--- src/logic/beacon_pkg.sv ---
package beacon_pkg;

    //////////////////////////////////////////////////
    // Vector types
    //////////////////////////////////////////////////

    // One serial payload byte
    typedef logic [7:0]  byte_t;

    // Clock cycles per serial bit
    typedef logic [15:0] baud_div_t;

    // Idle clock cycles inserted between frames
    typedef logic [15:0] gap_t;

    // Register address
    typedef logic [3:0]  cfg_addr_t;

    //////////////////////////////////////////////////
    // Register map
    //////////////////////////////////////////////////

    // Width of the write data bus
    localparam int CFG_DATA_W = 16;

    // Bit 0 is run
    localparam cfg_addr_t CFG_CTRL = 4'h0;

    // Baud divisor
    localparam cfg_addr_t CFG_DIV  = 4'h1;

    // Gap length in clock cycles
    localparam cfg_addr_t CFG_GAP  = 4'h2;

    // Message length minus one
    localparam cfg_addr_t CFG_LEN  = 4'h3;

    // First message byte, byte i at CFG_MSG0 + i
    localparam cfg_addr_t CFG_MSG0 = 4'h4;

    // Smallest divisor the transmitter runs with
    localparam baud_div_t BAUD_DIV_MIN = 16'd2;

endpackage

--- src/logic/beacon_config.sv ---
`timescale 1ns/100ps

module beacon_config #(
    parameter  int MSG_DEPTH = 4,
    localparam int IDX_W     = $clog2(MSG_DEPTH)
) (
    input  logic                                          clk,
    input  logic                                          rst_n,
    input  logic                                          cfg_we,
    input  beacon_pkg::cfg_addr_t                         cfg_addr,
    input  logic [beacon_pkg::CFG_DATA_W-1:0]             cfg_wdata,
    output logic                                          run,
    output beacon_pkg::baud_div_t                         baud_div,
    output beacon_pkg::gap_t                              gap,
    output logic [IDX_W-1:0]                              msg_len,
    output logic [MSG_DEPTH*$bits(beacon_pkg::byte_t)-1:0] msg_bytes
);

    import beacon_pkg::*;

    // Message storage, one entry per byte
    byte_t     msg_mem [MSG_DEPTH];

    // Offset of the write address from the first message byte
    cfg_addr_t msg_off;
    logic      msg_hit;

    assign msg_off = cfg_addr - CFG_MSG0;
    assign msg_hit = (cfg_addr >= CFG_MSG0) && (int'(msg_off) < MSG_DEPTH);

    //////////////////////////////////////////////////
    // Control registers
    //////////////////////////////////////////////////

    always_ff @(posedge clk or negedge rst_n) begin
        if (!rst_n) begin
            run      <= 1'b0;
            baud_div <= BAUD_DIV_MIN;
            gap      <= '0;
            msg_len  <= '0;
        end else if (cfg_we) begin
            case (cfg_addr)
                CFG_CTRL: begin
                    run <= cfg_wdata[0];
                end
                CFG_DIV: begin
                    // Divisors of 0 and 1 run as 2
                    if (cfg_wdata < BAUD_DIV_MIN) begin
                        baud_div <= BAUD_DIV_MIN;
                    end else begin
                        baud_div <= baud_div_t'(cfg_wdata);
                    end
                end
                CFG_GAP: begin
                    gap <= gap_t'(cfg_wdata);
                end
                CFG_LEN: begin
                    // Longest message is the full buffer
                    if (cfg_wdata >= MSG_DEPTH) begin
                        msg_len <= IDX_W'(MSG_DEPTH - 1);
                    end else begin
                        msg_len <= cfg_wdata[IDX_W-1:0];
                    end
                end
                default: begin
                end
            endcase
        end
    end

    //////////////////////////////////////////////////
    // Message bytes
    //////////////////////////////////////////////////

    always_ff @(posedge clk) begin
        if (cfg_we && msg_hit) begin
            msg_mem[msg_off[IDX_W-1:0]] <= cfg_wdata[$bits(byte_t)-1:0];
        end
    end

    // Flatten for the sequencer, byte 0 in the low bits
    always_comb begin
        for (int i = 0; i < MSG_DEPTH; i++) begin
            msg_bytes[i*$bits(byte_t) +: $bits(byte_t)] = msg_mem[i];
        end
    end

    // A write needs a known address
    a_addr_known: assert property (
        @(posedge clk) disable iff (!rst_n)
        cfg_we |-> !$isunknown(cfg_addr)
    );

endmodule

--- src/logic/beacon_sequencer.sv ---
`timescale 1ns/100ps

module beacon_sequencer #(
    parameter  int MSG_DEPTH = 4,
    localparam int IDX_W     = $clog2(MSG_DEPTH)
) (
    input  logic                                          clk,
    input  logic                                          rst_n,
    input  logic                                          run,
    input  beacon_pkg::gap_t                              gap,
    input  logic [IDX_W-1:0]                              msg_len,
    input  logic [MSG_DEPTH*$bits(beacon_pkg::byte_t)-1:0] msg_bytes,
    input  logic                                          tx_done,
    output logic                                          tx_en,
    output beacon_pkg::byte_t                             tx_data,
    output logic                                          busy
);

    import beacon_pkg::*;

    typedef enum logic [1:0] {
        ST_IDLE,
        ST_SEND,
        ST_GAP
    } seq_state_t;

    seq_state_t       state;
    logic [IDX_W-1:0] idx;
    logic [IDX_W-1:0] next_idx;
    gap_t             gap_cnt;
    logic             gap_end;
    logic             load;
    logic             run_q;
    logic             run_rise;
    logic             restart;

    assign run_rise = run && !run_q;
    assign gap_end  = (state == ST_GAP) && (gap_cnt >= gap);

    // A new byte is picked when a frame is about to start
    assign load = run && ((state == ST_IDLE) || gap_end);

    // Index wraps after msg_len, restarts after a fresh run
    always_comb begin
        if ((state == ST_IDLE) || restart || run_rise) begin
            next_idx = '0;
        end else if (idx >= msg_len) begin
            next_idx = '0;
        end else begin
            next_idx = idx + 1'b1;
        end
    end

    assign busy = (state != ST_IDLE);

    //////////////////////////////////////////////////
    // Control FSM
    //////////////////////////////////////////////////

    always_ff @(posedge clk or negedge rst_n) begin
        if (!rst_n) begin
            state   <= ST_IDLE;
            tx_en   <= 1'b0;
            idx     <= '0;
            gap_cnt <= '0;
            run_q   <= 1'b0;
            restart <= 1'b0;
        end else begin
            run_q <= run;

            // Remember a run rise seen mid-frame until the next pick
            if (load) begin
                restart <= 1'b0;
            end else if (run_rise) begin
                restart <= 1'b1;
            end

            case (state)
                ST_IDLE: begin
                    if (run) begin
                        idx   <= next_idx;
                        tx_en <= 1'b1;
                        state <= ST_SEND;
                    end
                end
                ST_SEND: begin
                    // Enable holds until the transmitter reports done
                    if (tx_done) begin
                        tx_en   <= 1'b0;
                        gap_cnt <= '0;
                        state   <= ST_GAP;
                    end
                end
                ST_GAP: begin
                    if (gap_end) begin
                        if (run) begin
                            idx   <= next_idx;
                            tx_en <= 1'b1;
                            state <= ST_SEND;
                        end else begin
                            state <= ST_IDLE;
                        end
                    end else begin
                        gap_cnt <= gap_cnt + 1'b1;
                    end
                end
                default: begin
                    tx_en <= 1'b0;
                    state <= ST_IDLE;
                end
            endcase
        end
    end

    // Byte held steady for the whole frame
    always_ff @(posedge clk) begin
        if (load) begin
            tx_data <= msg_bytes[next_idx*$bits(byte_t) +: $bits(byte_t)];
        end
    end

    a_done_needs_en: assert property (
        @(posedge clk) disable iff (!rst_n)
        tx_done |-> tx_en
    );

    // Picked index never passes the length seen when it was picked
    a_idx_in_range: assert property (
        @(posedge clk) disable iff (!rst_n)
        $rose(tx_en) |-> (idx <= $past(msg_len))
    );

endmodule

--- src/logic/uart_tx.sv ---
`timescale 1ns/100ps

module uart_tx (
    input  logic                  clk,
    input  logic                  rst_n,
    input  logic                  tx_en,
    input  beacon_pkg::byte_t     tx_data,
    input  beacon_pkg::baud_div_t baud_div,
    output logic                  txd,
    output logic                  tx_done
);

    import beacon_pkg::*;

    typedef enum logic [1:0] {
        ST_IDLE,
        ST_START,
        ST_DATA,
        ST_STOP
    } tx_state_t;

    tx_state_t state;
    baud_div_t div_q;
    baud_div_t baud_cnt;
    logic [2:0] bit_cnt;
    byte_t     shift;
    logic      bit_end;
    logic      shift_out;

    // Last cycle of the current bit
    assign bit_end = (baud_cnt == div_q - 1'b1);

    assign tx_done = (state == ST_STOP) && bit_end;

    // Shift after the start bit and after each data bit
    assign shift_out = bit_end && ((state == ST_START) || (state == ST_DATA));

    //////////////////////////////////////////////////
    // Frame FSM
    //////////////////////////////////////////////////

    always_ff @(posedge clk or negedge rst_n) begin
        if (!rst_n) begin
            state    <= ST_IDLE;
            txd      <= 1'b1;
            div_q    <= BAUD_DIV_MIN;
            baud_cnt <= '0;
            bit_cnt  <= '0;
        end else begin
            case (state)
                ST_IDLE: begin
                    txd      <= 1'b1;
                    baud_cnt <= '0;
                    if (tx_en) begin
                        // Divisor frozen for the whole frame
                        div_q <= baud_div;
                        txd   <= 1'b0;
                        state <= ST_START;
                    end
                end
                ST_START: begin
                    if (bit_end) begin
                        baud_cnt <= '0;
                        bit_cnt  <= '0;
                        txd      <= shift[0];
                        state    <= ST_DATA;
                    end else begin
                        baud_cnt <= baud_cnt + 1'b1;
                    end
                end
                ST_DATA: begin
                    if (bit_end) begin
                        baud_cnt <= '0;
                        if (bit_cnt == 3'd7) begin
                            txd   <= 1'b1;
                            state <= ST_STOP;
                        end else begin
                            txd     <= shift[0];
                            bit_cnt <= bit_cnt + 1'b1;
                        end
                    end else begin
                        baud_cnt <= baud_cnt + 1'b1;
                    end
                end
                ST_STOP: begin
                    if (bit_end) begin
                        baud_cnt <= '0;
                        state    <= ST_IDLE;
                    end else begin
                        baud_cnt <= baud_cnt + 1'b1;
                    end
                end
                default: begin
                    txd   <= 1'b1;
                    state <= ST_IDLE;
                end
            endcase
        end
    end

    // LSB first, next bit always sits in shift[0]
    always_ff @(posedge clk) begin
        if ((state == ST_IDLE) && tx_en) begin
            shift <= tx_data;
        end else if (shift_out) begin
            shift <= shift >> 1;
        end
    end

    a_done_single: assert property (
        @(posedge clk) disable iff (!rst_n)
        tx_done |=> !tx_done
    );

endmodule

--- src/logic/uart_beacon_top.sv ---
`timescale 1ns/100ps

module uart_beacon_top #(
    parameter int MSG_DEPTH = 4
) (
    input  logic                              clk,
    input  logic                              rst_n,
    input  logic                              cfg_we,
    input  beacon_pkg::cfg_addr_t             cfg_addr,
    input  logic [beacon_pkg::CFG_DATA_W-1:0] cfg_wdata,
    output logic                              txd,
    output logic                              busy
);

    import beacon_pkg::*;

    localparam int IDX_W = $clog2(MSG_DEPTH);

    //////////////////////////////////////////////////
    // Internal nets
    //////////////////////////////////////////////////

    logic                              run;
    baud_div_t                         baud_div;
    gap_t                              gap;
    logic [IDX_W-1:0]                  msg_len;
    logic [MSG_DEPTH*$bits(byte_t)-1:0] msg_bytes;
    logic                              tx_en;
    byte_t                             tx_data;
    logic                              tx_done;

    beacon_config #(
        .MSG_DEPTH (MSG_DEPTH)
    ) config_i (
        .clk       (clk),
        .rst_n     (rst_n),
        .cfg_we    (cfg_we),
        .cfg_addr  (cfg_addr),
        .cfg_wdata (cfg_wdata),
        .run       (run),
        .baud_div  (baud_div),
        .gap       (gap),
        .msg_len   (msg_len),
        .msg_bytes (msg_bytes)
    );

    beacon_sequencer #(
        .MSG_DEPTH (MSG_DEPTH)
    ) sequencer_i (
        .clk       (clk),
        .rst_n     (rst_n),
        .run       (run),
        .gap       (gap),
        .msg_len   (msg_len),
        .msg_bytes (msg_bytes),
        .tx_done   (tx_done),
        .tx_en     (tx_en),
        .tx_data   (tx_data),
        .busy      (busy)
    );

    // Serial line driver
    uart_tx tx_i (
        .clk      (clk),
        .rst_n    (rst_n),
        .tx_en    (tx_en),
        .tx_data  (tx_data),
        .baud_div (baud_div),
        .txd      (txd),
        .tx_done  (tx_done)
    );

endmodule

--- config.mk ---
export PLATFORM = sky130hd
export DESIGN_NAME = uart_beacon_top
export DESIGN_NICKNAME = d
export VERILOG_FILES = /design/src/logic/beacon_pkg.sv /design/src/logic/beacon_config.sv /design/src/logic/beacon_sequencer.sv /design/src/logic/uart_tx.sv /design/src/logic/uart_beacon_top.sv
export SDC_FILE = /design/constraint.sdc
export NUM_CORES = 1
export LEC_CHECK = 0
export ABC_AREA = 1
export BUFFER_PORTS_ARGS = -buffer_cell sky130_fd_sc_hd__buf_4
export CORE_MARGIN = 4
export CORE_UTILIZATION = 60
export DETAILED_ROUTE_END_ITERATION = 7
export GPL_ROUTABILITY_DRIVEN = 0
export HOLD_SLACK_MARGIN = 0.06
export PLACE_DENSITY = 0.77
export SYNTH_ARGS = -nofsm -noshare
export SYNTH_HDL_FRONTEND = slang
export SYNTH_SLANG_ARGS = --single-unit
--- constraint.sdc ---
create_clock -name clk -period 2.6 [get_ports clk]
set_clock_uncertainty 0.05 [all_clocks]
set_input_delay 0.13 -clock clk [delete_from_list [all_inputs] [get_ports clk]]
set_output_delay 0.13 -clock clk [all_outputs]
set_load 0.01 [all_outputs]
* Word-level counts from Yosys, hierarchy flattened
Memories as Yosys holds them, arrays and structs flattened.
Index checks and enable logic that the tools add are counted.
** Operators by class
- Equality and inequality tests :: 20
- Shifts and indexed selects :: 1
- $add $sub $neg :: 6
- Reduce and logical (&&, ||, !) cells :: 36
- Multiplexer cells :: 42
- Order comparisons :: 6
** Operators by type and width (count)
- 2-to-1 mux 16 bit :: 4
- case mux 16 bit (2 select lines) :: 2
- adder 16 x 1 -> 16 bit (second input constant) :: 2
- indexed part select 32 x 6 -> 8 bit :: 1
- 2-to-1 mux 2 bit :: 13
- == test 16 bit :: 1
- >= comparator 16 bit :: 1
- >= comparator 16 x 3 -> 1 bit (second input constant) :: 1
- < comparator 16 x 2 -> 1 bit (second input constant) :: 1
- 2-to-1 mux 8 bit :: 2
- subtractor 16 x 1 -> 16 bit (second input constant) :: 1
- AND reduction 2 bit :: 7
- 2-to-1 mux 1 bit :: 12
- nonzero test 2 bit :: 6
- inequality test 2 x 1 -> 1 bit (second input constant) :: 5
- inequality test 2 bit (second input constant) :: 5
- 2-to-1 mux 3 bit :: 3
- AND reduction 3 bit :: 3
- == test 4 x 2 -> 1 bit (second input constant) :: 2
- logical AND 1 bit :: 8
- case mux 2 bit (4 select lines) :: 1
- == test 2 bit (second input constant) :: 3
- case mux 1 bit (3 select lines) :: 2
- case mux 2 bit (3 select lines) :: 1
- 19 further kinds :: 24
** Word-level totals
- Memory bits (writable) :: 32
- Flip-flop bits (word level) :: 112
- Input port bits :: 23
- Memories kept :: 1
** Memories
- config_i.msg_mem :: words 4, bits a word 8, read ports 4, clocked after Yosys merged registers in 0, wr ports 1, RTL line beacon_config.sv:22 : byte_t msg_mem [MSG_DEPTH];

* Longest topological paths before layout
- Depth in word-level cells :: 7
- Gate-level depth with buffers :: 16
- Mapped depth without buffers :: 16

* Modules after synthesis
A second synthesis with hierarchy kept.
** Second synthesis, totals
- Cells, all modules :: 912
- Area total of the unflattened synthesis :: 7858.8 µm²
** By module, submodules not included
- uart_tx :: area an instance 2935.3 µm², sequential area each 1193.6 µm², cells each 371, instances 1
- beacon_config :: area an instance 2519.9 µm², sequential area each 1838.0 µm², cells each 201, instances 1
- beacon_sequencer :: area an instance 2403.6 µm², sequential area each 815.8 µm², cells each 340, instances 1

* Worst setup path after synthesis
No wires, ideal clock.
- Path kind :: flip-flop to flip-flop
- From :: reg tx_i.div_q[1]
- To :: reg tx_i.shift[0], enable pin
- Data required time :: 2221 ps
- Cell stages (with the launch flop) :: 14
- Path slack :: 379 ps
- Arrival :: 1842 ps
- Cell sequence :: dfstp_2 > inv_1 > ha_1 > inv_1 > nor2_1 > nand3_1 > nor2_1 > nand2_1 > nand2_1 > nor2_1 > nand3_1 > nor2_2 > nand2_1 > nand2_1
** On the way
- Longest elaborated chain between the ends :: 4
** Ends and longest elaborated chain
- start, declared :: RTL line uart_tx.sv:23 : baud_div_t div_q;
- start signal, assigned :: RTL line uart_tx.sv:56 : div_q <= baud_div;
- subtractor 16 x 1 -> 16 bit :: RTL line uart_tx.sv:31 : assign bit_end = (baud_cnt == div_q - 1'b1);
- == test 16 bit :: RTL line uart_tx.sv:31
- logical AND 1 bit :: RTL line uart_tx.sv:36 : assign shift_out = bit_end && ((state == ST_START) || (state == ST_DATA));
- nonzero test 2 bit (no line)
- end signal, assigned :: RTL line uart_tx.sv:104 : shift <= tx_data;
- end signal, assigned :: RTL line uart_tx.sv:106 : shift <= shift >> 1;
- end, declared :: RTL line uart_tx.sv:26 : byte_t shift;
No other way between the ends.
A chain may end at the register's enable or synchronous reset.

* Worst setup path in the final report
- From :: reg tx_i.div_q[0]
- To :: reg tx_i.shift[4], enable pin
The elaborated chain is that of the path after synthesis.

==> impl_metrics.toml <==
[placement]
hpwl_um = 11900
buffer_ports.inserted = 24
place_area_um2 = 7930
post-place-cells = 1063

[floorplan]
fp-row-count = 40
die_height_um = 120
dieArea_um2 = 14300
die-width_um = 120
core_area_um2 = 12100
initial_core_util_pct = 61.9
io_pins = 25

[synthesis]
synth_xor_xnor_area_share_pct = 2.80
synth_top_area_share_pct = 31.0
synth_compound_area_share_pct = 7.41
synth_top_family_by_area = "simple AND/OR/NAND/NOR gates"
synth_area_leader_cell = "dfrtp_1"
synth-simple-area-share_pct = 25.7
synth_cells = 873
synth-edff-count = 48
yosysMostFrequentCell = "nand2_1"
avgSynthCellArea_um2 = 8.59
synth_area_leaders = "dfrtp_1, edfxtp_1, nand2_1, inv_1, nor2_1"
synthAdderAreaFrac_pct = 4.84
yosys_warnings = 0
synthFlopType = "dfrtp_1"
synthMuxAreaShare_pct = 1.65
synth.top_cells.by_count = "nand2_1, inv_1, nor2_1"
ys_seq_area_share_pct = 51.3
synthArstFlopShare_pct = 66.7
ys_ff_latch = 144
synth_nets = 925
netlist_area_um2 = 7500
synth_cell_types = 40

[clocking]
tritoncts = "yes"
cts_setup_buffers = 0
cts.path.max_buffers = 2
cts-buffers-inserted = 17
cts_sinks = 144
cts-root-buf = "clkbuf_16"
insertion_delay_ns = 0.43
htree_levels = 4
path_clk_slew_ns = 0.07

[sta]
fin_crit_sh_pct = 93.3
finalSetupTns_ns = 0
drv_slew = 0
hold_ws_ns = 0.159
slew_headroom_pct = 54.7
finalSetupViolCount = 0
min_period_ns = 2.43
hold_viol = 0
worst_pin_slew_ns = 0.677
fmax_mhz = 412

[finish]
finalNetCount = 988
drive_above_1_share_pct = 11.2
register_area_um2 = 3850
n_antenna_cell = 0
instances_no_fill = 1117
stdcell_area_um2 = 8770
area_growth_pct = 17.0
multiInputGateArea_um2 = 3200
fillers = 909

[worst_setup_path]
crit_fanout = 8
endpoint_kind = "flip-flop"
cp.arrival_ns = 2.50
start_kind = "flip-flop"
cp.required_ns = 2.67
path_class = "reg -> reg"

[global_route]
grt_max_degree = 51
grt_pass1_vias = 6053
antenna_found_initial = 0
grt_pass1_wl_um = 28600
globalRouteTotalUtil_pct = 25.0
overflow = 0

[routing]
drt-total-wl_um = 17100
wire_per_inst_um = 15.3
drc_errors = 0
routed_via_density = 5.53
antenna_left = 0
vias = 6179
drt_iter0_drc = 498
drtPass1Iterations = 5

[flow_run]
max_cap_violations = 0

[pwr]
total_leakage_power_uw = 0.00409
peakVddDrop_v = 0.000537
power-per-cell-area_nw_per_um2 = 907

[run_status]
status = "finished, final reports clean"

[hold_path]
hold_path.class = "in -> reg"
[metal layers]
layer	vias to the layer above	track usage (%)	wire length [um]
met5	-	0	0
met4	0	8.52	391
met3	40	6.31	803
met2	193	42.0	8470
met1	2976	31.7	7410
li1	2970	-	-
[per-stage QoR]
step / setup WS, ns / util, % / total power (uW)
2_1_floorplan: 0.379 / - / 4760
3_3_place_gp: 0.185 / 65.5 / 5280
3_5_place_dp: 0.0698 / 65.5 / 5390
4_1_cts: 0.0535 / 72.2 / 7920
5_1_grt: -0.0354 / 72.4 / 8450
6_report: 0.173 / 72.4 / 7950
[layout make-up]
cell class                 count  share of cell area (%)
multi-input combinational    606                    36.5
clock buffer                  17                    4.85
timing repair buffer          58                    5.74
tap                          168                    2.40
inverter                     109                    4.67
clock inverter                15                    2.00
sequential                   144                    43.9
[cell usage in the layout (no fill, tap or decap), types with 3 or more instances in the layout]
cell	n
dlygate4sd3_1	22
dfstp_2	3
nor2_2	7
nor4_1	4
nor3b_1	3
nand2_2	3
nor2_1	101
inv_1	107
edfxtp_1	48
xnor2_1	8
nand2_1	228
ha_1	28
inv_6	3
nand3b_1	8
nand4_1	16
a32oi_1	8
nand3_1	45
nor3_1	14
inv_8	5
nor2_4	3
clkbuf_16	17
a21oi_1	35
dfrtp_1	93
o21ai_0	49
buf_4	35
xor2_1	16
mux2_2	11
[worst paths after layout]
check	startpoint	to	slack (ns)	cells after the start
worst max-delay path	tx_i.div_q[0]$_DFFE_PN0P_	tx_i.shift[4]$_DFFE_PP_	0.17	12
worst min-delay path	cfg_addr[2]	config_i.msg_len[1]$_DFFE_PN0P_	0.16	5
worst max register to register	tx_i.div_q[0]$_DFFE_PN0P_	tx_i.shift[4]$_DFFE_PP_	0.17	12
worst min register to register	config_i.baud_div[11]$_DFFE_PN0P_	config_i.baud_div[11]$_DFFE_PN0P_	0.43	2
max in group asynchronous	rst_n	tx_i.div_q[1]$_DFFE_PN1P_	1.59	3
min in group asynchronous	rst_n	tx_i.div_q[0]$_DFFE_PN0P_	0.20	2
[logic make-up after synthesis]
logic type | Yosys count
mux | 11
flops | 144
simple gates | 441
buf+inv | 123
compound gates | 101
fa+ha+maj | 29
xor+xnor | 24
[flip-flops by register name (all words and copies together) (netlist names), 2 cells and up]
signal and count:
tx_i.div_q 16, tx_i.bit_cnt 3, sequencer_i.gap_cnt 16, config_i.msg_mem 32, config_i.msg_len 2, tx_i.state 2, sequencer_i.tx_data 8, config_i.baud_div 16
sequencer_i.idx 2, tx_i.baud_cnt 16, sequencer_i.state 2, config_i.gap 16, tx_i.shift 8
[where the power goes]
group / internal [uW] / leakage (uW) / switching, uW
Clock: 1450 / 0.000291 / 1050
Combinational: 864 / 0.00214 / 1510
Sequential: 2740 / 0.00166 / 348
[repair_timing]
action / CTS / global route
resized for setup: 0 / 5
setup endpoints to repair: 0 / 21
hold buffers: 22 / 0
hold endpoints to repair: 112 / 0
[critical path, cell delays in order (launching register included)]
cell and delay [ns]:
dfrtp_1 0.42, inv_1 0.13, ha_2 0.23, inv_1 0.08, nor2_1 0.09, nand3_1 0.15
o21ai_1 0.16, nand2_1 0.10, nor2_1 0.14, nand3_1 0.10, nor2_2 0.19, nand2_1 0.09
nand2_2 0.18
Power figures use the tool's default switching activity.
